$ cat src/source/isa_pkg.sv
`default_nettype none

// instruction-set view of the operand path
package isa_pkg;

    localparam int XLEN   = 32; // data path width
    localparam int REG_AW = 5;  // 32 architectural registers

    // opcodes as delivered by the decoder
    typedef enum logic [3:0] {
        ADD  = 4'd0,
        SUB  = 4'd1,
        AND  = 4'd2,
        OR   = 4'd3,
        XOR  = 4'd4,
        ADDI = 4'd5, // rs1 + imm
        LW   = 4'd6,
        SW   = 4'd7,
        JAL  = 4'd8, // rd <= pc + 4 without redirect
        NOP  = 4'd15
    } op_e;

endpackage

`default_nettype wire

$ cat src/source/load_use_guard.sv
`default_nettype none

module load_use_guard (
    input  wire                         clk_i,
    input  wire                         arst_n_i,
    input  wire                         ex_valid_i,
    input  wire isa_pkg::op_e           ex_op_i,
    input  wire  [isa_pkg::REG_AW-1:0]  ex_rd_i,
    input  wire                         issue_valid_i,
    input  wire  [isa_pkg::REG_AW-1:0]  issue_rs1_i,
    input  wire  [isa_pkg::REG_AW-1:0]  issue_rs2_i,
    output logic                        stall_o
);

    logic ex_is_load;
    logic src_hit;

    // a load to x0 produces nothing to wait for
    assign ex_is_load = ex_valid_i && (ex_op_i == isa_pkg::LW) && (ex_rd_i != '0);
    assign src_hit    = (ex_rd_i == issue_rs1_i) || (ex_rd_i == issue_rs2_i);

    assign stall_o = ex_is_load && issue_valid_i && src_hit;

    // the bubble pushes the load on, so the hazard clears after one cycle
    a_single_stall: assert property (@(posedge clk_i) disable iff (!arst_n_i)
        stall_o |=> !stall_o)
        else $error("load-use stall held for more than one cycle");

endmodule

`default_nettype wire

$ cat config.mk
export PLATFORM = sky130hd
export DESIGN_NAME = load_use_guard
export DESIGN_NICKNAME = d
export VERILOG_FILES = /design/src/source/isa_pkg.sv /design/src/source/load_use_guard.sv
export SDC_FILE = /design/constraint.sdc
export NUM_CORES = 1
export LEC_CHECK = 0
export BUFFER_PORTS_ARGS = -buffer_cell sky130_fd_sc_hd__buf_2
export CAP_MARGIN = 5
export CORE_AREA = 3 3 40 42
export DETAILED_ROUTE_END_ITERATION = 8
export DIE_AREA = 0 0 43 45
export PLACE_DENSITY = 0.45
export SETUP_SLACK_MARGIN = 0.5
export SYNTH_ARGS = -nofsm -noshare
export SYNTH_HDL_FRONTEND = slang
export SYNTH_SLANG_ARGS = --single-unit
$ cat constraint.sdc
create_clock -name vclk -period 0.95
set_input_delay 0.1425 -clock vclk [all_inputs]
set_output_delay 0.1425 -clock vclk [all_outputs]
set_load 0.05 [all_outputs]
## Word level (Yosys, flattened, before mapping)

Cells that the tools add are included.

- Flip-flop bits (word level): 0
- Input bits: 23
- Output and inout bits: 1

- Eq/ne operators: 3
- Reductions and logical operators: 6

Operators by type and width:

| kind | count |
|---|---|
| equality test 5 bit | 2 |
| nonzero test 5 bit | 1 |
| equality test 4 x 3 -> 1 bit (second input constant) | 1 |
| logical AND 1 bit | 4 |
| logical OR 1 bit | 1 |

## Longest topological paths before layout

- Depth in word-level cells: 5
- Mapped depth: 4

## Least setup slack after synthesis

OpenSTA, ideal clock, no wires.

- Path type: input to output
- Start: input ex_rd_i[2] (netlist bit)
- End: output stall_o
- Arrival: 1325 ps
- Data required time: 808 ps
- Setup slack: -517 ps
- Stages: 4
- Buffers on the path: 0
- Cell sequence: xor2_1 nor3_1 nand3_1 a21oi_1

- Word-level cells in the longest chain between the ends: 4

RTL lines:

| element | line | RTL |
|---|---|---|
| start: declaration | load_use_guard.sv:8 | `input wire [isa_pkg::REG_AW-1:0] ex_rd_i,` |
| nonzero test 5 bit | load_use_guard.sv:19 | `assign ex_is_load = ex_valid_i && (ex_op_i == isa_pkg::LW) && (ex_rd_i != '0);` |
| logical AND 1 bit | load_use_guard.sv:19 |  |
| logical AND 1 bit | load_use_guard.sv:22 | `assign stall_o = ex_is_load && issue_valid_i && src_hit;` |
| logical AND 1 bit (*) | load_use_guard.sv:22 |  |
| end: declaration | load_use_guard.sv:12 | `output logic stall_o` |

Every way passes the cells marked *; elsewhere a longest branch is shown, timed or not.

## Worst setup path in the final report

- Start: input ex_rd_i[1] (netlist bit)
- End: output stall_o

The elaborated chain is that of the path after synthesis.

==> results.json <==
{
  "die_h_um": 45,
  "insertedDiodeCount": 0,
  "initial_core_utilization_pct": 11.00,
  "dieArea_mm2": 0.001935,
  "core-area_mm2": 0.001285,
  "final_layout_size_suffix_gt1_share_pct": 68.18,
  "wl_um": 514,
  "path_delay_family": "simple AND/OR/NAND/NOR gates",
  "multi_input_comb_area_um2": 177.7,
  "power_leakage_nw": 0.1573,
  "syn2layout_area_growth_pct": 154.9,
  "dpl_ws_ps": -418.5,
  "final.clkbuf_count": 0,
  "first_global_vias": 199,
  "routed-via-count": 231,
  "drtIter0Drc": 0,
  "slew_headroom_pct": 85.87,
  "cts_hold_repair.buffers": 0,
  "cp_slowest_stage_delay_ps": 540,
  "1st_pass_router_iterations": 1,
  "timing.critical_path.arrival_ps": 1120,
  "hold_path_class": "input port to output port",
  "fin_hold_ws_ps": 650.0,
  "fill_cells": 159,
  "seq_cell_count": 0,
  "drt_drc_violations_left": 0,
  "final_antenna_net_count": 0,
  "routabilityCongestion": 0.6757,
  "peak_vdd_ir_mv": 0.1122,
  "critical_path.most_common_cell": "buf_6",
  "violations": "negative setup slack",
  "detail_route.wl_per_cell_um": 8.712,
  "type_of_origin_of_the_critical_path": "input port",
  "placementRows": 13,
  "drv_cap": 0,
  "syn-mean-instance-area_um2": 7.441,
  "hold_violations": 0,
  "mappedNetlistArea_um2": 141.4,
  "min_period_ps": 1266,
  "worstPathCellList": "buf_6, or4_4, o21ai_4, a21oi_4, buf_6",
  "timing.fmax_mhz": 789.8,
  "postSynthNetCount": 42,
  "floorplan.die.width_um": 43,
  "placement.cell_area_um2": 307.8,
  "finalMaxSlewViolations": 0,
  "ios": 24,
  "portBuffers": 22,
  "synthCells": 19,
  "worstMarginPinSlew_ps": 211.1,
  "grt_pass1_wl_um": 745,
  "synth_sequential_area_ratio_pct": 0,
  "power_per_cell_area_mw_per_mm2": 346.4,
  "rsz0062_at_grt": "true",
  "globalRouteTotalUtil_pct": 4.726,
  "worst-path-buf-inv": 2,
  "endpoint_kind": "output port",
  "regArea_um2": 0,
  "ys_types": 9,
  "status": "finished with violations",
  "critical_path_class": "input port to output port",
  "number_of_antenna_violations_at_the_first_check_in_global_routing": 0,
  "cp.required_ps": 810,
  "placedCellCount": 59,
  "critical_path_peak_fanout": 2,
  "finalSetupViolCount": 1,
  "post-route-worst-setup-slack_ps": -316.2,
  "final_design_area_no_fill_um2": 360.3,
  "post_layout_cell_count": 59,
  "routed_via_density": 3.915,
  "largest_net_degree_at_the_start_of_global_routing": 4,
  "post-route-period-util_pct": 133.3,
  "grt.overflow.total": 0,
  "nets": 69,
  "yosysWarningCount": 0,
  "critical-path-slowest-cell": "or4_4"
}
[tightest hold or removal path: cells and delay by family]
kind                   cells  cell delay (ps)
AND/OR/NAND/NOR            1               50
buffers and inverters      2              220
AO/OA/AOI/OAI              2               90
[per-stage QoR]
step	total power, mW	TNS, ps	util [%]
after global routing	0.1369	-349.8	28.04
after CTS	0.1154	-350.6	25.80
after global placement	0.1082	-386.3	23.95
final	0.1248	-316.2	28.04
after floorplan	0.04121	-133.5	-
after detailed placement	0.1091	-418.5	23.95
[per-layer routing]
metal  global-route usage [%]  up-vias  routed length (um)
met5                        0        -                   0
met1                    6.905       97                 204
met2                    8.084       16                 232
met4                        0        0                   0
met3                   0.3984        0                  77
li1                         -      118                   -
[cells in the final DEF, fill, tap and decap left out]
cell type | netlist | layout
buf_6 | 0 | 5
nand4b_1 | 1 | 1
xor2_1 | 6 | 6
nor3_1 | 2 | 1
o21ai_4 | 0 | 1
nor3b_2 | 0 | 1
nand3_1 | 2 | 2
xnor2_1 | 4 | 4
a21oi_4 | 0 | 1
or4_4 | 0 | 1
nor3_2 | 0 | 1
buf_4 | 0 | 3
buf_2 | 0 | 17
[Yosys cell counts, drive strengths merged]
cell type,instances,area (um^2)
xnor2,4,35.03
nand4b,1,8.760
or4,1,7.510
nor3b,1,7.510
o21ai,1,5.000
nand3,2,10.01
xor2,6,52.55
a21oi,1,5.000
nor3,2,10.01
[power breakdown]
group / switching [mW] / leakage, nW / internal [mW]
clock: 0 / 0 / 0
combinational: 0.0470 / 0.157 / 0.0778
sequential: 0 / 0 / 0
[final cells by class]
type                       count  share of cell area [%]
timing repair buffer          25                   45.49
multi-input combinational     19                   49.31
tap                           15                   5.208
[worst paths after layout]
kind        from       to  slack [ps]  cells after the start
min   ex_op_i[0]  stall_o         650                      5
max   ex_rd_i[1]  stall_o        -320                      5
[logic make-up after synthesis]
kind of cell and share of synthesized area, %:
XOR/XNOR 61.94, AO/OA/AOI/OAI 7.073, AND/OR/NAND/NOR 30.98
[repair_timing]
| action | in CTS | in global routing |
|---|---|---|
| setup buffers | 0 | 0 |
| resized for setup | 5 | 7 |
| endpoints found under the setup margin | 1 | 1 |
| hold endpoints to repair | 0 | 0 |
| pin swaps | 2 | 8 |
Note: power is estimated with default switching activity, not from simulation.
