## src/source/isa_pkg.sv

```systemverilog
`default_nettype none

// instruction-set view of the operand path
package isa_pkg;

    localparam int XLEN   = 32; // data path width
    localparam int REG_AW = 5;  // 32 architectural registers

    // opcodes as delivered by the decoder
    typedef enum logic [3:0] {
        ADD  = 4'd0,
        SUB  = 4'd1,
        AND  = 4'd2,
        OR   = 4'd3,
        XOR  = 4'd4,
        ADDI = 4'd5, // rs1 + imm
        LW   = 4'd6,
        SW   = 4'd7,
        JAL  = 4'd8, // rd <= pc + 4 without redirect
        NOP  = 4'd15
    } op_e;

endpackage

`default_nettype wire

```

## src/source/pipe_pkg.sv

```systemverilog
`default_nettype none

// pipeline control encodings shared by execute, forwarding and writeback
package pipe_pkg;

    // where the value written to rd comes from
    typedef enum logic [1:0] {
        ALU = 2'd0, // alu result
        MEM = 2'd1, // load data
        PC  = 2'd2  // pc + 4 of a jal
    } wb_src_e;

endpackage

`default_nettype wire

```

## src/source/exec_unit.sv

```systemverilog
`default_nettype none

module exec_unit (
    input  wire isa_pkg::op_e           op_i,
    input  wire  [isa_pkg::XLEN-1:0]    rs1_i,
    input  wire  [isa_pkg::XLEN-1:0]    rs2_i,
    input  wire  [isa_pkg::XLEN-1:0]    imm_i,
    input  wire  [isa_pkg::XLEN-1:0]    pc_i,
    output logic [isa_pkg::XLEN-1:0]    result_o,
    output logic [isa_pkg::XLEN-1:0]    store_data_o,
    output pipe_pkg::wb_src_e           wb_src_o,
    output logic                        reg_wr_o,
    output logic                        mem_wr_o
);

    logic [isa_pkg::XLEN-1:0] addr_sum;

    assign addr_sum     = rs1_i + imm_i; // shared by addi, lw, sw
    assign store_data_o = rs2_i;

    always_comb begin
        result_o = addr_sum;
        wb_src_o = pipe_pkg::ALU;
        reg_wr_o = 1'b1;
        mem_wr_o = 1'b0;
        case (op_i)
            isa_pkg::ADD: result_o = rs1_i + rs2_i;
            isa_pkg::SUB: result_o = rs1_i - rs2_i;
            isa_pkg::AND: result_o = rs1_i & rs2_i;
            isa_pkg::OR:  result_o = rs1_i | rs2_i;
            isa_pkg::XOR: result_o = rs1_i ^ rs2_i;
            isa_pkg::ADDI: result_o = addr_sum;
            isa_pkg::LW: begin
                wb_src_o = pipe_pkg::MEM;
            end
            isa_pkg::SW: begin
                reg_wr_o = 1'b0;
                mem_wr_o = 1'b1;
            end
            isa_pkg::JAL: begin
                result_o = pc_i + 32'd4; // link only
                wb_src_o = pipe_pkg::PC;
            end
            default: begin
                reg_wr_o = 1'b0; // nop
            end
        endcase
    end

endmodule

`default_nettype wire

```

## config.mk

```make
export PLATFORM = sky130hd
export DESIGN_NAME = exec_unit
export DESIGN_NICKNAME = d
export VERILOG_FILES = /design/src/source/isa_pkg.sv /design/src/source/pipe_pkg.sv /design/src/source/exec_unit.sv
export SDC_FILE = /design/constraint.sdc
export NUM_CORES = 1
export LEC_CHECK = 0
export CAP_MARGIN = 40
export CORE_MARGIN = 2
export CORE_UTILIZATION = 35
export DETAILED_ROUTE_END_ITERATION = 8
export DONT_BUFFER_PORTS = 1
export REMOVE_ABC_BUFFERS = 1
export SLEW_MARGIN = 20
export SYNTH_ARGS = -nofsm -noshare
export SYNTH_HDL_FRONTEND = slang
export SYNTH_SLANG_ARGS = --single-unit
```

## constraint.sdc

```tcl
create_clock -name vclk -period 4.1
set_clock_uncertainty 0.05 [all_clocks]
set_input_delay 0.205 -clock vclk [all_inputs]
set_output_delay 0.205 -clock vclk [all_outputs]
set_load 0.01 [all_outputs]
```

Word level (Yosys, flattened, before mapping)
Index checks and enable logic that the tools add are counted.
{ "totals": {"register_bits": 0, "out_inout_bits": 68} }
{ "classes": {"add_sub_neg": 4, "n_eq_ne": 8, "mux": 4, "n_bitwise": 3, "n_reduce_logical": 2} }
{ "op_table": {"columns": ["operator", "n"], "rows": [
  ["$pmux 32 s6", 1],
  ["$add 32x32->32", 2],
  ["$add 32x3->32 const B", 1],
  ["$and 32x32->32", 1],
  ["$or 32x32->32", 1],
  ["$sub 32x32->32", 1],
  ["$xor 32x32->32", 1],
  ["$eq 4x3->1 const B", 4],
  ["$eq 4x2->1 const B", 2],
  ["$reduce_or 8->1", 1],
  ["$eq 4x1->1 const B", 1],
  ["$eq 4x4->1 const B", 1],
  ["$logic_not 4->1", 1],
  ["$pmux 2 s2", 1],
  ["$mux 1", 2]
]} }

Logic depth before layout (Yosys ltp)
{ "logic_depth": {"depth_word": 3, "depth_mapped": 20, "ltp_nobuf": 19} }

Worst setup path before layout
Ideal clock, no wire load.
{ "synth_path": {"path_type": "input -> output", "startpoint": "input port imm_i[8] in the netlist's numbering", "endpoint": "output port result_o[28] in the netlist's numbering", "arrival_ns": 4.138, "required_time_ns": 3.845, "slack_ns": -0.293, "path_stages": 16, "n_path_buf": 0, "path_cell_list": "or4_4 nand4bb_1 or2_2 or4_1 xor2_1 a21oi_1 ha_1 a21o_1 a21o_1 a21o_1 a31o_2 a221oi_1 nor2b_1 o21ai_1 a221oi_1 o211ai_1"} }
{ "synth_via": {"elab_chain_len": 2} }
{ "synth_lines": {"columns": ["element", "line_no", "text"], "rows": [
  ["start, declared", "exec_unit.sv:7", "input wire [isa_pkg::XLEN-1:0] imm_i,"],
  ["$add 32x32->32", "exec_unit.sv:18", "assign addr_sum = rs1_i + imm_i;"],
  ["$pmux 32 s6", "exec_unit.sv:26", "case (op_i)"],
  ["end, declared", "exec_unit.sv:9", "output logic [isa_pkg::XLEN-1:0] result_o,"]
]} }
No other way between the ends.

Worst setup path in the final report
{ "layout_path": {"startpoint": "input port imm_i[8] in the netlist's numbering", "endpoint": "output port result_o[30] in the netlist's numbering"} }
The elaborated chain is that of the path after synthesis.

==> impl_metrics.json <==
{
  "failed_checks": "negative setup slack",
  "ys_seq_area_share_pct": 0,
  "worstPathArrival_ps": 4000,
  "worstPathMaxFanout": 3,
  "io_pins": 200,
  "mostFrequentLayoutCells": "99 x buf_4, 97 x ha_1, 75 x inv_1, 63 x xnor2_1, 61 x nor2_1",
  "grt_overflow_total": 0,
  "grt_first_pass_wirelength_um": 31300,
  "ir_drop_mv": 0.0470,
  "fp.dieH_um": 133,
  "drtIter0Drc": 313,
  "synthCells": 849,
  "core-area_mm2": 0.0164,
  "grt_max_degree": 47,
  "fin_crit_sh_pct": 104,
  "maxCapViolations": 0,
  "vias": 6200,
  "synthAdderAreaFrac_pct": 21.5,
  "hold_viol": 0,
  "n_clock_buffer": 0,
  "synth_xor_area_share_pct": 15.8,
  "finalWirelength_um": 20000,
  "whs_ps": 360,
  "synth_top_family_by_area": "compound AO/OA/AOI/OAI gates",
  "synth_compound_area_share_pct": 27.8,
  "syn_area_mm2": 0.00579,
  "post_dp_cell_area_mm2": 0.00648,
  "port_buffers": 0,
  "syn_to_final_growth_pct": 15.5,
  "hp-class": "primary input to output pin",
  "grt_use_total_pct": 21.8,
  "die-area_mm2": 0.0176,
  "leakagePower_nw": 3.03,
  "place_ws_ps": -497,
  "place_inst": 1102,
  "final_nets": 1120,
  "max_freq_mhz": 235,
  "hold_buffers": 0,
  "synth_mux_area_share_pct": 0.345,
  "dp_hpwl_um": 16800,
  "avgViaCountPerCell": 5.60,
  "rsz0062_at_grt": "yes",
  "final_layout_size_suffix_gt1_share_pct": 16.6,
  "power.density_mw_per_mm2": 127,
  "ff_latch_area_um2": 0,
  "timing.final.max_slew_violations": 0,
  "crit_type": "primary input to output pin",
  "grt_pass1_vias": 5983,
  "antenna_left": 0,
  "yosysWarnings": 0,
  "layoutNonFillerInstCount": 1107,
  "diodes": 0,
  "total_power_mw": 0.849,
  "mostFrequentLayoutCell": "buf_4",
  "status": "finished with violations",
  "setup_violations": 6,
  "layout_setup_ws_ps": -157,
  "wl_per_cell_um": 18.0,
  "nFlopsAndLatches": 0,
  "start_util_pct": 35.3,
  "dieWidth_um": 133,
  "ys_types": 66,
  "required_ps": 3850,
  "finalCriticalPeriod_ps": 4260,
  "worstMarginPinSlew_ps": 733,
  "max_slew_margin_pct": 50.8,
  "synth.avg_cell_area_um2": 6.82,
  "end_kind": "output pin",
  "drc": 0,
  "rows": 47,
  "antenna_found_initial": 0,
  "nFillCells": 1726,
  "fin_area_mm2": 0.00669,
  "dr.pass1.iters": 5,
  "synthSimpleGateAreaFrac_pct": 23.3,
  "critPathLaunchType": "primary input",
  "place.gp.congestion": 0.869
}
[worst max-delay path, cell delays in order]
cell and delay [ps]:
or4_4 520, nand4bb_4 230, or2_4 270, or4_4 470, xor2_1 150, a21oi_1 170, ha_1 270, a21o_1 170
a21o_1 170, a21o_1 170, a31o_4 230, a221oi_2 200, nor2b_4 200, o21ai_2 120, buf_4 160, a211o_1 290
[metrics by stage]
stage	util [%]	setup TNS [ps]
final	40.8	-714
after CTS	40.0	-710
after floorplan	-	-749
after global placement	39.4	-2440
after global routing	40.8	-2720
after detailed placement	39.5	-2670
[where the power goes]
group | total, mW | internal (mW) | switching, mW
Clock | 0 | 0 | 0
Sequential | 0 | 0 | 0
Combinational | 0.849 | 0.401 | 0.448
Total | 0.849 | 0.401 | 0.448
[path summary, 6_finish.rpt]
| kind | start | endpoint | slack, ps | depth (start not counted) |
|---|---|---|---|---|
| min | rs2_i[16] | store_data_o[16] | 360 | 0 |
| max | imm_i[8] | result_o[30] | -160 | 16 |
[area by class of cell]
| class | count | area, µm² | area share (%) |
|---|---|---|---|
| Tap cell | 220 | 275 | 4.11 |
| Timing Repair Buffer | 104 | 803 | 12.0 |
| Multi-Input combinational cell | 708 | 5330 | 79.7 |
| Inverter | 75 | 282 | 4.21 |
[routing by layer]
metal	vias up	GRT usage, %	wire length [µm]
li1	3138	-	-
met1	2862	28.0	8810
met4	0	4.00	385
met2	180	37.7	9380
met5	-	0	0
met3	20	4.71	1390
[cell usage after synthesis (3+ instances only)]
| master | instances | area [µm²] |
|---|---|---|
| buf_4 | 32 | 240 |
| xor2_1 | 40 | 350 |
| o21bai_1 | 3 | 22.5 |
| a221oi_1 | 16 | 140 |
| a31oi_1 | 16 | 100 |
| a311oi_1 | 3 | 26.3 |
| nand2b_1 | 6 | 37.5 |
| nor2b_1 | 5 | 31.3 |
| a221o_1 | 3 | 30.0 |
| nor3_1 | 15 | 75.1 |
| a211oi_1 | 7 | 52.6 |
| o31ai_1 | 3 | 22.5 |
| o221ai_1 | 18 | 158 |
| a222oi_1 | 3 | 30.0 |
| ha_1 | 98 | 1230 |
| clkbuf_1 | 29 | 109 |
| nor3b_1 | 3 | 22.5 |
| nand4_1 | 9 | 56.3 |
| or2_2 | 3 | 18.8 |
| nor2_1 | 63 | 236 |
| or4_1 | 4 | 30.0 |
| o211ai_1 | 4 | 30.0 |
| a22oi_1 | 15 | 113 |
| nor4_1 | 10 | 62.6 |
| buf_1 | 4 | 15.0 |
| and2_1 | 4 | 25.0 |
| o21ai_0 | 63 | 315 |
| a21o_1 | 19 | 143 |
| inv_1 | 75 | 282 |
| and4_1 | 6 | 52.6 |
| a41oi_1 | 3 | 26.3 |
| nand3_1 | 29 | 145 |
| and3_1 | 14 | 87.6 |
| a21oi_1 | 55 | 275 |
| o21a_1 | 3 | 22.5 |
| nand2_1 | 59 | 221 |
| o21ai_1 | 4 | 20.0 |
| or3_1 | 8 | 50.1 |
| xnor2_1 | 63 | 552 |
[timing repair]
item                                    CTS  global route
endpoints found under the setup margin   12            13
buffers inserted                          1             3
resized for setup                        18            20
pin swaps                                20            13
[logic make-up after synthesis]
group / count (synthesis)
xor+xnor: 104
simple gates: 256
buf+inv: 141
fa+ha+maj: 99
mux: 2
compound gates: 247
Power figures use the tool's default switching activity.
