$ cat src/source/isa_pkg.sv
`default_nettype none

// instruction-set view of the operand path
package isa_pkg;

    localparam int XLEN   = 32; // data path width
    localparam int REG_AW = 5;  // 32 architectural registers

    // opcodes as delivered by the decoder
    typedef enum logic [3:0] {
        ADD  = 4'd0,
        SUB  = 4'd1,
        AND  = 4'd2,
        OR   = 4'd3,
        XOR  = 4'd4,
        ADDI = 4'd5, // rs1 + imm
        LW   = 4'd6,
        SW   = 4'd7,
        JAL  = 4'd8, // rd <= pc + 4 without redirect
        NOP  = 4'd15
    } op_e;

endpackage

`default_nettype wire

$ cat src/source/pipe_pkg.sv
`default_nettype none

// pipeline control encodings shared by execute, forwarding and writeback
package pipe_pkg;

    // where the value written to rd comes from
    typedef enum logic [1:0] {
        ALU = 2'd0, // alu result
        MEM = 2'd1, // load data
        PC  = 2'd2  // pc + 4 of a jal
    } wb_src_e;

endpackage

`default_nettype wire

$ cat src/source/forward_controller.sv
`default_nettype none

module forward_controller (
    input  wire  [isa_pkg::REG_AW-1:0]  reg_addr1_i,
    input  wire  [isa_pkg::XLEN-1:0]    reg_rs1_i,
    input  wire  [isa_pkg::REG_AW-1:0]  reg_addr2_i,
    input  wire  [isa_pkg::XLEN-1:0]    reg_rs2_i,

    input  wire  [isa_pkg::REG_AW-1:0]  ex_mem_reg_wr_addr_i,
    input  wire                         ex_mem_reg_wr_sig_i,
    input  wire pipe_pkg::wb_src_e      ex_mem_data_dest_i,
    input  wire  [isa_pkg::XLEN-1:0]    ex_mem_alu_result_i,
    input  wire  [isa_pkg::XLEN-1:0]    ex_mem_pc_plus4_i,

    input  wire  [isa_pkg::REG_AW-1:0]  mem_wb_reg_wr_addr_i,
    input  wire                         mem_wb_reg_wr_sig_i,
    input  wire pipe_pkg::wb_src_e      mem_wb_data_dest_i,
    input  wire  [isa_pkg::XLEN-1:0]    mem_wb_mem_rd_data_i,
    input  wire  [isa_pkg::XLEN-1:0]    mem_wb_alu_result_i,
    input  wire  [isa_pkg::XLEN-1:0]    mem_wb_pc_plus4_i,

    output logic [isa_pkg::XLEN-1:0]    rs1_o,
    output logic [isa_pkg::XLEN-1:0]    rs2_o
);

    logic [isa_pkg::XLEN-1:0] ex_mem_val;
    logic [isa_pkg::XLEN-1:0] mem_wb_val;

    // value each stage would write back
    assign ex_mem_val = (ex_mem_data_dest_i == pipe_pkg::PC) ? ex_mem_pc_plus4_i
                                                               : ex_mem_alu_result_i;

    always_comb begin
        case (mem_wb_data_dest_i)
            pipe_pkg::MEM: mem_wb_val = mem_wb_mem_rd_data_i;
            pipe_pkg::PC:  mem_wb_val = mem_wb_pc_plus4_i;
            default:       mem_wb_val = mem_wb_alu_result_i;
        endcase
    end

    // newest producer wins and x0 is never forwarded
    function automatic logic [isa_pkg::XLEN-1:0] pick(
        input logic [isa_pkg::REG_AW-1:0] addr,
        input logic [isa_pkg::XLEN-1:0]   reg_val
    );
        logic ex_hit;
        logic wb_hit;
        logic [isa_pkg::XLEN-1:0] val;
        // load data is not ready in ex/mem so the guard stalls that case
        ex_hit = ex_mem_reg_wr_sig_i && (ex_mem_reg_wr_addr_i == addr) &&
                 (addr != '0) && (ex_mem_data_dest_i != pipe_pkg::MEM);
        wb_hit = mem_wb_reg_wr_sig_i && (mem_wb_reg_wr_addr_i == addr) && (addr != '0);
        if (ex_hit) begin
            val = ex_mem_val;
        end else if (wb_hit) begin
            val = mem_wb_val;
        end else begin
            val = reg_val;
        end
        return val;
    endfunction

    always_comb begin
        rs1_o = pick(reg_addr1_i, reg_rs1_i);
        rs2_o = pick(reg_addr2_i, reg_rs2_i);
    end

endmodule

`default_nettype wire

$ cat config.mk
export PLATFORM = sky130hd
export DESIGN_NAME = forward_controller
export DESIGN_NICKNAME = d
export VERILOG_FILES = /design/src/source/isa_pkg.sv /design/src/source/pipe_pkg.sv /design/src/source/forward_controller.sv
export SDC_FILE = /design/constraint.sdc
export NUM_CORES = 1
export LEC_CHECK = 0
export ABC_AREA = 1
export BUFFER_PORTS_ARGS = -buffer_cell sky130_fd_sc_hd__buf_2
export CAP_MARGIN = 20
export CORE_AREA = 2 2 120 122
export DETAILED_ROUTE_END_ITERATION = 16
export DIE_AREA = 0 0 122 124
export PLACE_DENSITY_LB_ADDON = 0.25
export REMOVE_ABC_BUFFERS = 1
export SYNTH_ARGS = -nofsm -noshare
export SYNTH_HDL_FRONTEND = slang
export SYNTH_SLANG_ARGS = --single-unit
$ cat constraint.sdc
create_clock -name vclk -period 1.3
set_input_delay 0.195 -clock vclk [all_inputs]
set_output_delay 0.195 -clock vclk [all_outputs]
set_load 0.02 [all_outputs]
-- Yosys cells after proc, flatten, opt, wreduce, memory -nomap -nowiden
Cells that the tools add are included.
- equality and inequality tests: 8
- multiplexer cells: 6
- reduce and logical (&&, ||, !) cells: 12
- operator list (cell ; number):
    $mux W32 ; 5
    $pmux W32 S2 ; 1
    $eq A5 B5 Y1 ; 4
    $logic_and A1 B1 Y1 ; 10
    $reduce_bool A5 Y1 ; 2
    $eq A2 B2 Y1 const B ; 2
    $eq A2 B1 Y1 const B ; 1
    $ne A2 B1 Y1 const B ; 1
- register bits after elaboration: 0
- input bits: 250
- output and inout bits: 64
- logic and storage cells: 26

-- Depth between registers and ports, before layout
- depth after elaboration: 5
- gate-level depth with buffers: 11
- mapped depth without buffers: 10

-- Least setup slack after synthesis
OpenSTA, ideal clock, no wires.
- path type: in2out
- start: input port mem_wb_data_dest_i[0]
- end: output port rs1_o[10] (netlist bit)
- arrival time: 1.299 ns
- slack: -0.194 ns
- cell stages on the path: 8
- path buffers: 1
- cell sequence: inv_1 ha_1 inv_2 clkbuf_1 o21ai_0 nand3_1 nand3_1 nand2_1
- cells in the longest elaborated chain, start to end: 4
- elaborated cells on any way between the ends: 5
- RTL lines (what ; line ; text):
    from (decl) ; forward_controller.sv:17 ; input wire pipe_pkg::wb_src_e mem_wb_data_dest_i,
    $eq A2 B2 Y1 or $eq A2 B1 Y1 (tied branches) ; forward_controller.sv:34 ; case (mem_wb_data_dest_i)
    $pmux W32 S2 * ; forward_controller.sv:34 ;
    $mux W32 * ; forward_controller.sv:55 ; end else if (wb_hit) begin
    $mux W32 * ; forward_controller.sv:53 ; if (ex_hit) begin
    to (decl) ; forward_controller.sv:22 ; output logic [isa_pkg::XLEN-1:0] rs1_o,
Mark *: on every way between the ends. The rest lies on a longest branch, timed or not.

-- Worst setup path in the final report
- start: input port mem_wb_data_dest_i[0]
- end: output port rs1_o[7] (netlist bit)
The elaborated chain is that of the path after synthesis.

==> flow_metrics.py <==
metrics = {
    "status": {
        "outcome": "finished, violations left",
        "violations": "negative setup slack",
    },
    "layout": {
        "clkbuf_count": 0,
        "final_common_cell": "buf_2",
        "final_layout_size_suffix_gt1_frac": 0.671,
        "final_cell_mix": "buf_2 (231), nand2_1 (187), nand3_2 (88)",
        "seq_cells": 0,
        "layout.nets": 1266,
        "fin_area_um2": 7870,
        "area_delta_synth_final_pct": 140,
        "nFillCells": 1301,
        "diodes": 0,
        "regArea_um2": 0,
    },
    "synth": {
        "synthCells": 683,
        "ys.warnings.count": 0,
        "syn_area_um2": 3280,
        "ys_types": 19,
        "synth.avg_cell_area_um2": 4.80,
        "ys_seq_area_frac": 0,
    },
    "global_routing": {
        "overflow": 0,
        "first_global_vias": 5621,
        "antenna_found_initial": 0,
        "grt_pass1_wl_mm": 29.9,
        "grt_use_total": 0.253,
        "grt_max_degree": 33,
    },
    "routing": {
        "via_count": 5996,
        "avgRoutedWirePerCell_um": 19.0,
        "wirelength_mm": 22.6,
        "drt_iter0_markers": 345,
        "wl_met2_mm": 11.3,
        "first_pass_iters": 6,
        "highest_layer": "met4",
        "wl_met1_mm": 8.65,
        "wl_met3_mm": 1.92,
        "drc": 0,
        "ant_nets": 0,
        "vias_per_cell": 5.03,
    },
    "setup_path": {
        "startpoint_type": "primary input",
        "cp.arrival_ns": 1.49,
        "critical_path_peak_fanout": 8,
        "cp.required_ns": 1.11,
        "crit_path_end_kind": "primary output",
        "path_class": "in2out",
    },
    "min_path": {
        "hold_path_class": "in2out",
    },
    "flow_run": {
        "max_cap_violations": 0,
    },
    "placed_design": {
        "dp.final_hpwl_mm": 13.2,
        "port_buffers": 314,
        "gp_congestion": 0.826,
        "post_dp_cell_area_um2": 5260,
    },
    "power_and_ir_drop": {
        "power_frac_comb": 1.000,
        "power_frac_clock": 0,
        "powerDensity_nw_per_um2": 373,
        "p_int_uw": 1420,
        "vdd_drop_max_mv": 0.240,
        "swShare": 0.516,
        "power.leakage_uw": 0.00407,
        "p_switching_uw": 1520,
        "power_frac_seq": 0,
    },
    "timing": {
        "hold_violations": 0,
        "setup_tns_ns": -20.66,
        "rsz0062_at_grt": "true",
        "min_period_ns": 1.69,
        "fin_ws_ns": -0.390,
        "post-route-period-util": 1.30,
        "fmax_mhz": 592,
        "tightest_slew_ns": 0.238,
        "setup_violations": 64,
        "slew_headroom": 0.841,
        "slew_violations": 0,
    },
    "floorplan": {
        "die_h_um": 124,
        "start_util": 0.239,
        "die_w_um": 122,
        "rows": 43,
        "design.core.area_um2": 13700,
        "pin_count": 314,
        "dieArea_um2": 15100,
    },
}
worst max-delay path: stages:
cell and delay [ns]:
buf_8 0.08, inv_4 0.03, ha_4 0.28, inv_8 0.05, buf_12 0.13, buf_16 0.15
o21ai_4 0.19, nand3_2 0.10, nand3_2 0.08, nand2_2 0.06, buf_6 0.12
power groups by stage:
| stage | Combinational, uW | Clock (uW) | Sequential, uW |
|---|---|---|---|
| after floorplan | 901 | 0 | 0 |
| after global placement | 1740 | 0 | 0 |
| after detailed placement | 1750 | 0 | 0 |
| after CTS | 2590 | 0 | 0 |
| after global routing | 3110 | 0 | 0 |
| final | 2940 | 0 | 0 |
through the flow:
step / utilization / total power, uW / worst slack, ns / hold WS (ns) / instances
6_report: 0.573 / 2940 / -0.390 / 0.789 / 1192
5_1_grt: 0.573 / 3110 / -0.428 / 0.812 / 1192
4_1_cts: 0.500 / 2590 / -0.351 / 0.787 / 1182
3_5_place_dp: 0.383 / 1750 / -0.531 / 0.799 / 1159
3_3_place_gp: 0.383 / 1740 / -0.478 / 0.801 / 1159
2_1_floorplan: - / 901 / -0.471 / 0.642 / 638
final cells by class:
class              count  area (um^2)  area share
repair buffers       374         3280       0.417
inverters             88          380      0.0483
well taps            180          225      0.0286
multi-input cells    550         3980       0.506
cell usage after synthesis:
cell type    n  share of area
inv_1       77          0.088
nor2_2       2         0.0038
nand2_1    293           0.34
nand2_2      3         0.0057
xnor2_1     10          0.027
buf_2       30          0.046
o21ai_0     32          0.049
o21a_1       1         0.0023
mux2_2      32           0.11
clkbuf_1     3         0.0034
ha_1         2         0.0076
inv_2       11          0.013
nand2_4      1         0.0034
buf_4        6          0.014
a21oi_1      2         0.0031
buf_6        6          0.021
nor2_4       4          0.014
nor2_1       4         0.0046
nand3_1    164           0.25
per-layer routing:
layer	vias to the layer above	track usage
li1	2828	-
met1	2734	0.311
met3	62	0.0311
met5	-	0
met2	372	0.460
met4	0	0.0733
path summary, 6_finish.rpt:
check,startpoint,endpoint,slack (ns),cells after the start
max,mem_wb_data_dest_i[0],rs1_o[7],-0.39,11
min,reg_rs1_i[2],rs1_o[2],0.79,6
cells by family after synthesis:
kind of cell               share of synthesized area
AOI/OAI and AO/OA                             0.0542
buffers and inverters                          0.184
muxes                                          0.110
xor gates and xnor gates                      0.0267
and+or+nand+nor                                0.617
adders and majority gates                    0.00763
timing repair:
| action | CTS | global route |
|---|---|---|
| resized for setup | 354 | 214 |
| hold buffers | 0 | 0 |
| setup endpoints to repair | 64 | 64 |
| setup buffers | 11 | 3 |
| gates cloned | 12 | 10 |
| pin swaps | 133 | 90 |
No activity file was read; power rests on OpenSTA's default activity.
