--- config.mk ---
export PLATFORM = sky130hd
export DESIGN_NAME = reg_file
export DESIGN_NICKNAME = d
export VERILOG_FILES = /design/src/source/isa_pkg.sv /design/src/source/reg_file.sv
export SDC_FILE = /design/constraint.sdc
export NUM_CORES = 2
export LEC_CHECK = 0
export BUFFER_PORTS_ARGS = -buffer_cell sky130_fd_sc_hd__buf_2
export CORE_MARGIN = 2
export CORE_UTILIZATION = 55
export CTS_BUF_LIST = sky130_fd_sc_hd__clkbuf_8
export DETAILED_ROUTE_END_ITERATION = 8
export PLACE_DENSITY = 0.78
export SYNTH_ARGS = -nofsm -noshare
export SYNTH_HDL_FRONTEND = slang
export SYNTH_SLANG_ARGS = --single-unit
--- constraint.sdc ---
create_clock -name clk_i -period 2.5 [get_ports clk_i]
set_input_delay 0.25 -clock clk_i [delete_from_list [all_inputs] [get_ports clk_i]]
set_output_delay 0.25 -clock clk_i [all_outputs]
set_load 0.03 [all_outputs]
--- src/source/isa_pkg.sv ---
`default_nettype none

// instruction-set view of the operand path
package isa_pkg;

    localparam int XLEN   = 32; // data path width
    localparam int REG_AW = 5;  // 32 architectural registers

    // opcodes as delivered by the decoder
    typedef enum logic [3:0] {
        ADD  = 4'd0,
        SUB  = 4'd1,
        AND  = 4'd2,
        OR   = 4'd3,
        XOR  = 4'd4,
        ADDI = 4'd5, // rs1 + imm
        LW   = 4'd6,
        SW   = 4'd7,
        JAL  = 4'd8, // rd <= pc + 4 without redirect
        NOP  = 4'd15
    } op_e;

endpackage

`default_nettype wire

--- src/source/reg_file.sv ---
`default_nettype none

module reg_file (
    input  wire                         clk_i,
    input  wire                         arst_n_i,
    input  wire  [isa_pkg::REG_AW-1:0]  rd_addr1_i,
    input  wire  [isa_pkg::REG_AW-1:0]  rd_addr2_i,
    output logic [isa_pkg::XLEN-1:0]    rd_data1_o,
    output logic [isa_pkg::XLEN-1:0]    rd_data2_o,
    input  wire                         wr_en_i,
    input  wire  [isa_pkg::REG_AW-1:0]  wr_addr_i,
    input  wire  [isa_pkg::XLEN-1:0]    wr_data_i
);

    localparam int NREGS = 2 ** isa_pkg::REG_AW;

    logic [isa_pkg::XLEN-1:0] regs [1:NREGS-1]; // x0 is not stored

    // one read port with the pending write bypassed in
    function automatic logic [isa_pkg::XLEN-1:0] read_port(
        input logic [isa_pkg::REG_AW-1:0] addr
    );
        logic [isa_pkg::XLEN-1:0] val;
        if (addr == '0) begin
            val = '0;
        end else if (wr_en_i && (wr_addr_i == addr)) begin
            val = wr_data_i; // write-through
        end else begin
            val = regs[addr];
        end
        return val;
    endfunction

    always_comb begin
        rd_data1_o = read_port(rd_addr1_i);
        rd_data2_o = read_port(rd_addr2_i);
    end

    always_ff @(posedge clk_i or negedge arst_n_i) begin
        if (!arst_n_i) begin
            for (int i = 1; i < NREGS; i++) begin
                regs[i] <= '0;
            end
        end else if (wr_en_i && (wr_addr_i != '0)) begin
            regs[wr_addr_i] <= wr_data_i;
        end
    end

    // the top clears the write enable at issue when rd is x0
    a_no_x0_write: assert property (@(posedge clk_i) disable iff (!arst_n_i)
        wr_en_i |-> (wr_addr_i != '0))
        else $error("register file write to x0 with enable set");

endmodule

`default_nettype wire

# Word-level counts from Yosys, hierarchy flattened
# Index checks and enable logic that the tools add are counted.
[totals] register_bits=992 inputBits=50 out_inout_bits=64 elab_cells=60
[op_classes] n_lt_le_gt_ge=4 eq_ne=2 n_mux=13 bitwise_logic=3 reduce_logical=7
[op_table] operator="$bwmux W992" n=1
[op_table] operator="$bmux W32 S5" n=2
[op_table] operator="$mux W32" n=9
[op_table] operator="$demux W32 S5" n=1
[op_table] operator="$ge A6 B6 Y1 const B" n=3
[op_table] operator="$not A5 Y6" n=3
[op_table] operator="$eq A5 B5 Y1" n=2
[op_table] operator="$logic_not A5 Y1" n=2
[op_table] operator="$lt A6 B1 Y1 const B" n=1
[op_table] operator="$reduce_bool A5 Y1" n=1
[op_table] operator="$logic_and A1 B1 Y1" n=4

# Depth between registers and ports, before layout
[depth] word_depth=6 mapped_depth=9 mapped_depth_nobuf=5

# Worst setup path before layout
# No wires, ideal clock.
[synth_timing] path_type="input to output" startpoint="in rd_addr2_i[4] in the netlist's numbering" endpoint="out rd_data2_o[0] in the netlist's numbering" arrival_ps=2028 required_time_ps=2250 path_slack_ps=222 stages=7 path_buffers=3 path_cell_list="buf_2 > clkbuf_1 > nand2_1 > nor2_1 > clkbuf_1 > a22oi_1 > a31oi_1"
[synth_via] elab_chain_len=6 word_cells_on_any_way=9 classes_between="eq/ne: 1; mux: 5; bitwise: 1; reduce/logical: 2"
[synth_rtl] element="from (decl)" line_no="reg_file.sv:7" rtl="input wire [isa_pkg::REG_AW-1:0] rd_addr2_i,"
[synth_rtl] element="$not A5 Y6 (not written as such)" line_no="reg_file.sv:29" rtl="val = regs[addr];"
[synth_rtl] element="$bmux W32 S5" line_no="reg_file.sv:29"
[synth_rtl] element="$mux W32 (not written as such) (2 in a row)" line_no="reg_file.sv:29"
[synth_rtl] element="$mux W32" line_no="reg_file.sv:26" rtl="end else if (wr_en_i && (wr_addr_i == addr)) begin"
[synth_rtl] element="$mux W32 (*)" line_no="reg_file.sv:24" rtl="if (addr == '0) begin"
[synth_rtl] element="to (decl)" line_no="reg_file.sv:9" rtl="output logic [isa_pkg::XLEN-1:0] rd_data2_o,"
# Every way passes the cells marked *; elsewhere a longest branch is shown, timed or not. The select of a mux whose other input is x is not followed.

# Worst setup path in the final report
[layout_timing] startpoint="reg regs[174] in the netlist's numbering" endpoint="out rd_data2_o[14] in the netlist's numbering"
[layout_via] elab_chain_len=5
[layout_rtl] element="from (decl)" line_no="reg_file.sv:17" rtl="logic [isa_pkg::XLEN-1:0] regs [1:NREGS-1];"
[layout_rtl] element="from (signal, indexed assignment)" line_no="reg_file.sv:45" rtl="regs[wr_addr_i] <= wr_data_i;"
[layout_rtl] element="$bmux W32 S5" line_no="reg_file.sv:29"
[layout_rtl] element="$mux W32 (not written as such) (2 in a row)" line_no="reg_file.sv:29"
[layout_rtl] element="$mux W32" line_no="reg_file.sv:26"
[layout_rtl] element="$mux W32" line_no="reg_file.sv:24"
# No other way between the ends. The select of a mux whose other input is x is not followed.

==> summary.txt <==
Yosys
  – Syn avg cell area: about 14 µm²
  – Post-synth EDFFs: 0
  – Flops & latches, synth: 992
  – Synth Flop Type: dfrtp_1
  – Synth area leader: dfrtp_1
  – Yosys cell types: 53
  – Top-area cell type share of the netlist area: 46.2%
  – Post-Synthesis Cells: 3,760
  – Synth Net Count: 3,810
  – Yosys warns: 0
  – Ys async rst share: 100%
  – Synth area leaders: dfrtp_1, mux2_2, mux4_2
  – Synthesized cell area: roughly 54,000 µm²
  – Sequential share of the synthesized area: about 46%

Die
  – Core Region: 96,700 µm²
  – Die ar.: 100,000 µm²
  – Die width: 317 µm
  – Initial Util: 55.6%
  – Row cnt: 114
  – Ports: ~110
  – Die height: 317 µm

Setup path
  – Crit. End Element: output port
  – Worst endpoint data arrival time: 2700 ps
  – Worst R2R Setup Slack: ~1500 ps
  – CP Max Fanout: 2
  – RR Endpoint: regs[44]
  – Max stage delay on crit path: 470 ps
  – Setup CP Type: flip-flop to output port
  – CP Launch Point: regs[174]
  – FF-to-FF Start: regs[44]
  – R2R cell count: 3
  – CP Cell Sequence: mux4_2 -> a22o_1 -> a211oi_2 -> a31oi_4 -> buf_6
  – Startpoint types: flip-flop
  – Slowest CP cell: mux4_2
  – Req. time, crit path: 2250 ps
  – CP endpoint: rd_data2_o[14]

Cells and area
  – Largest Register: regs
  – Layout cell share with drive strength beyond 1: 60.4%
  – Max reg flops: around 990
  – Area grow syn2layout: 19.8%
  – Post-route cell area: 64,400 µm²
  – Largest regs: regs: 992 flops
  – Nets: 4,170

Placed design
  – Area of placed instances: roughly 59,000 µm²
  – Setup WS pre-CTS: -533 ps
  – Port Buf Inserts: 113
  – Post-DP HPWL: 116,000 µm
  – GPL Wtd Cong: around 0.9

Pwr
  – Tot Pwr: 48.3 mW
  – Maximum vdd drop: 0.444 mV
  – Clock share of power: between 30% and 40%
  – Sw Share: 29.9%
  – Logic pwr share: between 20 and 25%
  – Leakage: 28.1 nW
  – Sequential fraction of design power: 45.0%
  – Internal power: 33.9 mW
  – Pwr dens: 750 nW/µm²
  – P_sw: 14.4 mW

Route
  – Via count: 40,068
  – Drt via density: about 7.3
  – ANT nets after route: 0
  – First-pass DRT Iterations: 6
  – Total Wirelength: 184,000 µm
  – DRT iter0 DRCs: 5,616
  – Wire length per cell: 33.3 µm
  – DRC: 0

Global routing
  – Total track usage: 36.9%
  – GRT overflow: 0
  – Initial antenna violation count: 4
  – Largest net degree at the start of global routing: 101
  – Global-route wire length before repair: 269,000 µm
  – Vias in the first global route: 40,827

Timing
  – Hold Fails Final Rpt: 0
  – RSZ-0062 raised after global routing: yes
  – Slew HR: 50.5%
  – Worst-Margin Slew: 740 ps
  – Tmin final: 2950 ps
  – Final setup fails: 64
  – Final period util: 118%
  – Layout Skew: 0 ps
  – Setup ws final: -450 ps
  – Max Transition Viols Final: 0
  – Fmax: 339 MHz

Clock tree
  – CTS tree: built
  – H-tree depth: 4
  – Worst-skew pair later-pin latency: 870 ps
  – CTS buffer count: 163
  – Clk buf depth: 3
  – Root buf cell: clkbuf_8
  – Reg clk slew, reported paths: 60 ps
  – CTS sink count: between 900 and 1,000

Outcome
  – Outcome: finished with violations
  – Violated checks: negative setup slack

Job
  – # Max-Cap Violations: 0

Hold path
  – Hold/Removal Path Class: input port to flip-flop
[power by group through the flow]
stage          clock, mW  combinational [mW]  sequential (mW)
2_1_floorplan          0                7.68             20.9
5_1_grt             15.4                12.5             22.0
6_report            14.7                11.9             21.7
3_5_place_dp           0                10.5             21.8
3_3_place_gp           0                10.2             21.6
4_1_cts             14.7                11.4             21.5
[cell families after synthesis]
group / share of synthesized area, %
compound gates: 6.72
xor+xnor: 0.163
buf+inv: 3.83
flops: 46.2
mux: 40.7
simple gates: 2.44
[cells in the final DEF, fill, tap and decap left out, types with 9 or more instances in the layout]
master         instances
dfrtp_1              992
a211oi_2              15
buf_6                 67
mux2i_1              121
buf_12               121
a22oi_2               46
a21oi_2               34
a311oi_1               9
nor2b_2               12
buf_2                 43
nor2b_1               26
nand2_2               27
a221oi_2              18
nor2_1                44
clkbuf_8             205
nor3_1                17
o311ai_1              10
o22ai_1               17
nand2_1               41
buf_4                359
o221ai_1              23
nor4_1                11
a22o_1                16
mux4_2               365
o221a_1               12
o21ai_2               10
o21ai_1               17
a22oi_1               36
a221oi_1              85
nand2b_1               9
nor2_4                17
clkinv_2              13
o22ai_2               12
inv_1                 56
mux2_2              1099
o21ai_0               51
dlygate4sd3_1         18
[timing repair]
item | CTS | global route
endpoints found under the setup margin | 64 | 64
hold endpoints to repair | 1270 | 0
gates resized for setup | 291 | 109
setup buffers | 54 | 16
hold buffers | 19 | 0
pin swaps | 153 | 80
[synthesized netlist by cell type, types with 4 or more instances]
cell type / number
buf_1: 54
mux4_2: 365
nand3b_1: 4
xor2_1: 5
nor2b_1: 39
nor3_1: 23
or3_1: 6
o31a_1: 8
mux2i_1: 122
nor4_1: 15
dfrtp_1: 992
buf_2: 110
buf_4: 54
o21ai_0: 83
clkbuf_1: 182
xnor2_1: 5
nor2_1: 68
o221a_1: 15
nand2b_1: 9
mux2_2: 1102
a22oi_1: 82
o2111a_1: 9
a21oi_1: 45
a31oi_1: 18
a221oi_1: 105
o221ai_1: 23
buf_6: 17
a22o_1: 16
a211oi_1: 17
o311ai_1: 15
a311oi_1: 14
nor3b_1: 6
o22ai_1: 30
nand2_1: 68
[final cells by class]
cell class	count	area [µm²]
fill	6424	32300
sequential	992	24800
inverter	2	7.51
multi-input combinational	2348	28300
timing repair buffer	613	6340
antenna	6	15.0
clock buffer	205	2820
tap	1276	1600
clock inverter	82	507
[per-stage QoR]
step	setup TNS [ps]	instances	hold WS [ps]	utilization, %
floorplan	0	3760	-45.6	-
global placement	-2870	5162	198	60.9
detailed placement	-2860	5162	194	60.9
CTS	-19140	5508	8.80	65.9
global route	-19680	5521	77.9	66.6
finish	-17690	5524	58.8	66.6
[layer usage]
layer	global-route usage [%]	vias to the layer above	part of all wire (%)
met4	22.3	2	6.4
li1	-	15409	-
met2	52.2	3071	44
met3	13.5	751	13
met5	0	-	0.037
met1	48.7	20835	36
[worst max-delay path: cells and delay by family, from the launching register on]
kind            cells  cell delay, ps
compound gates      3             750
buf+inv             1             210
flops               1             400
mux                 1             470
[worst min-delay path by stage]
stage / start / to / slack [ps] / depth (start not counted)
floorplan: arst_n_i / regs[0] / -50 / 0
global placement: arst_n_i / regs[526] / 200 / 1
detailed placement: arst_n_i / regs[526] / 190 / 1
CTS: wr_data_i[16] / regs[624] / 9 / 2
global route: wr_data_i[0] / regs[960] / 80 / 2
finish: wr_data_i[0] / regs[768] / 60 / 2
No activity file was read; power rests on OpenSTA's default activity.
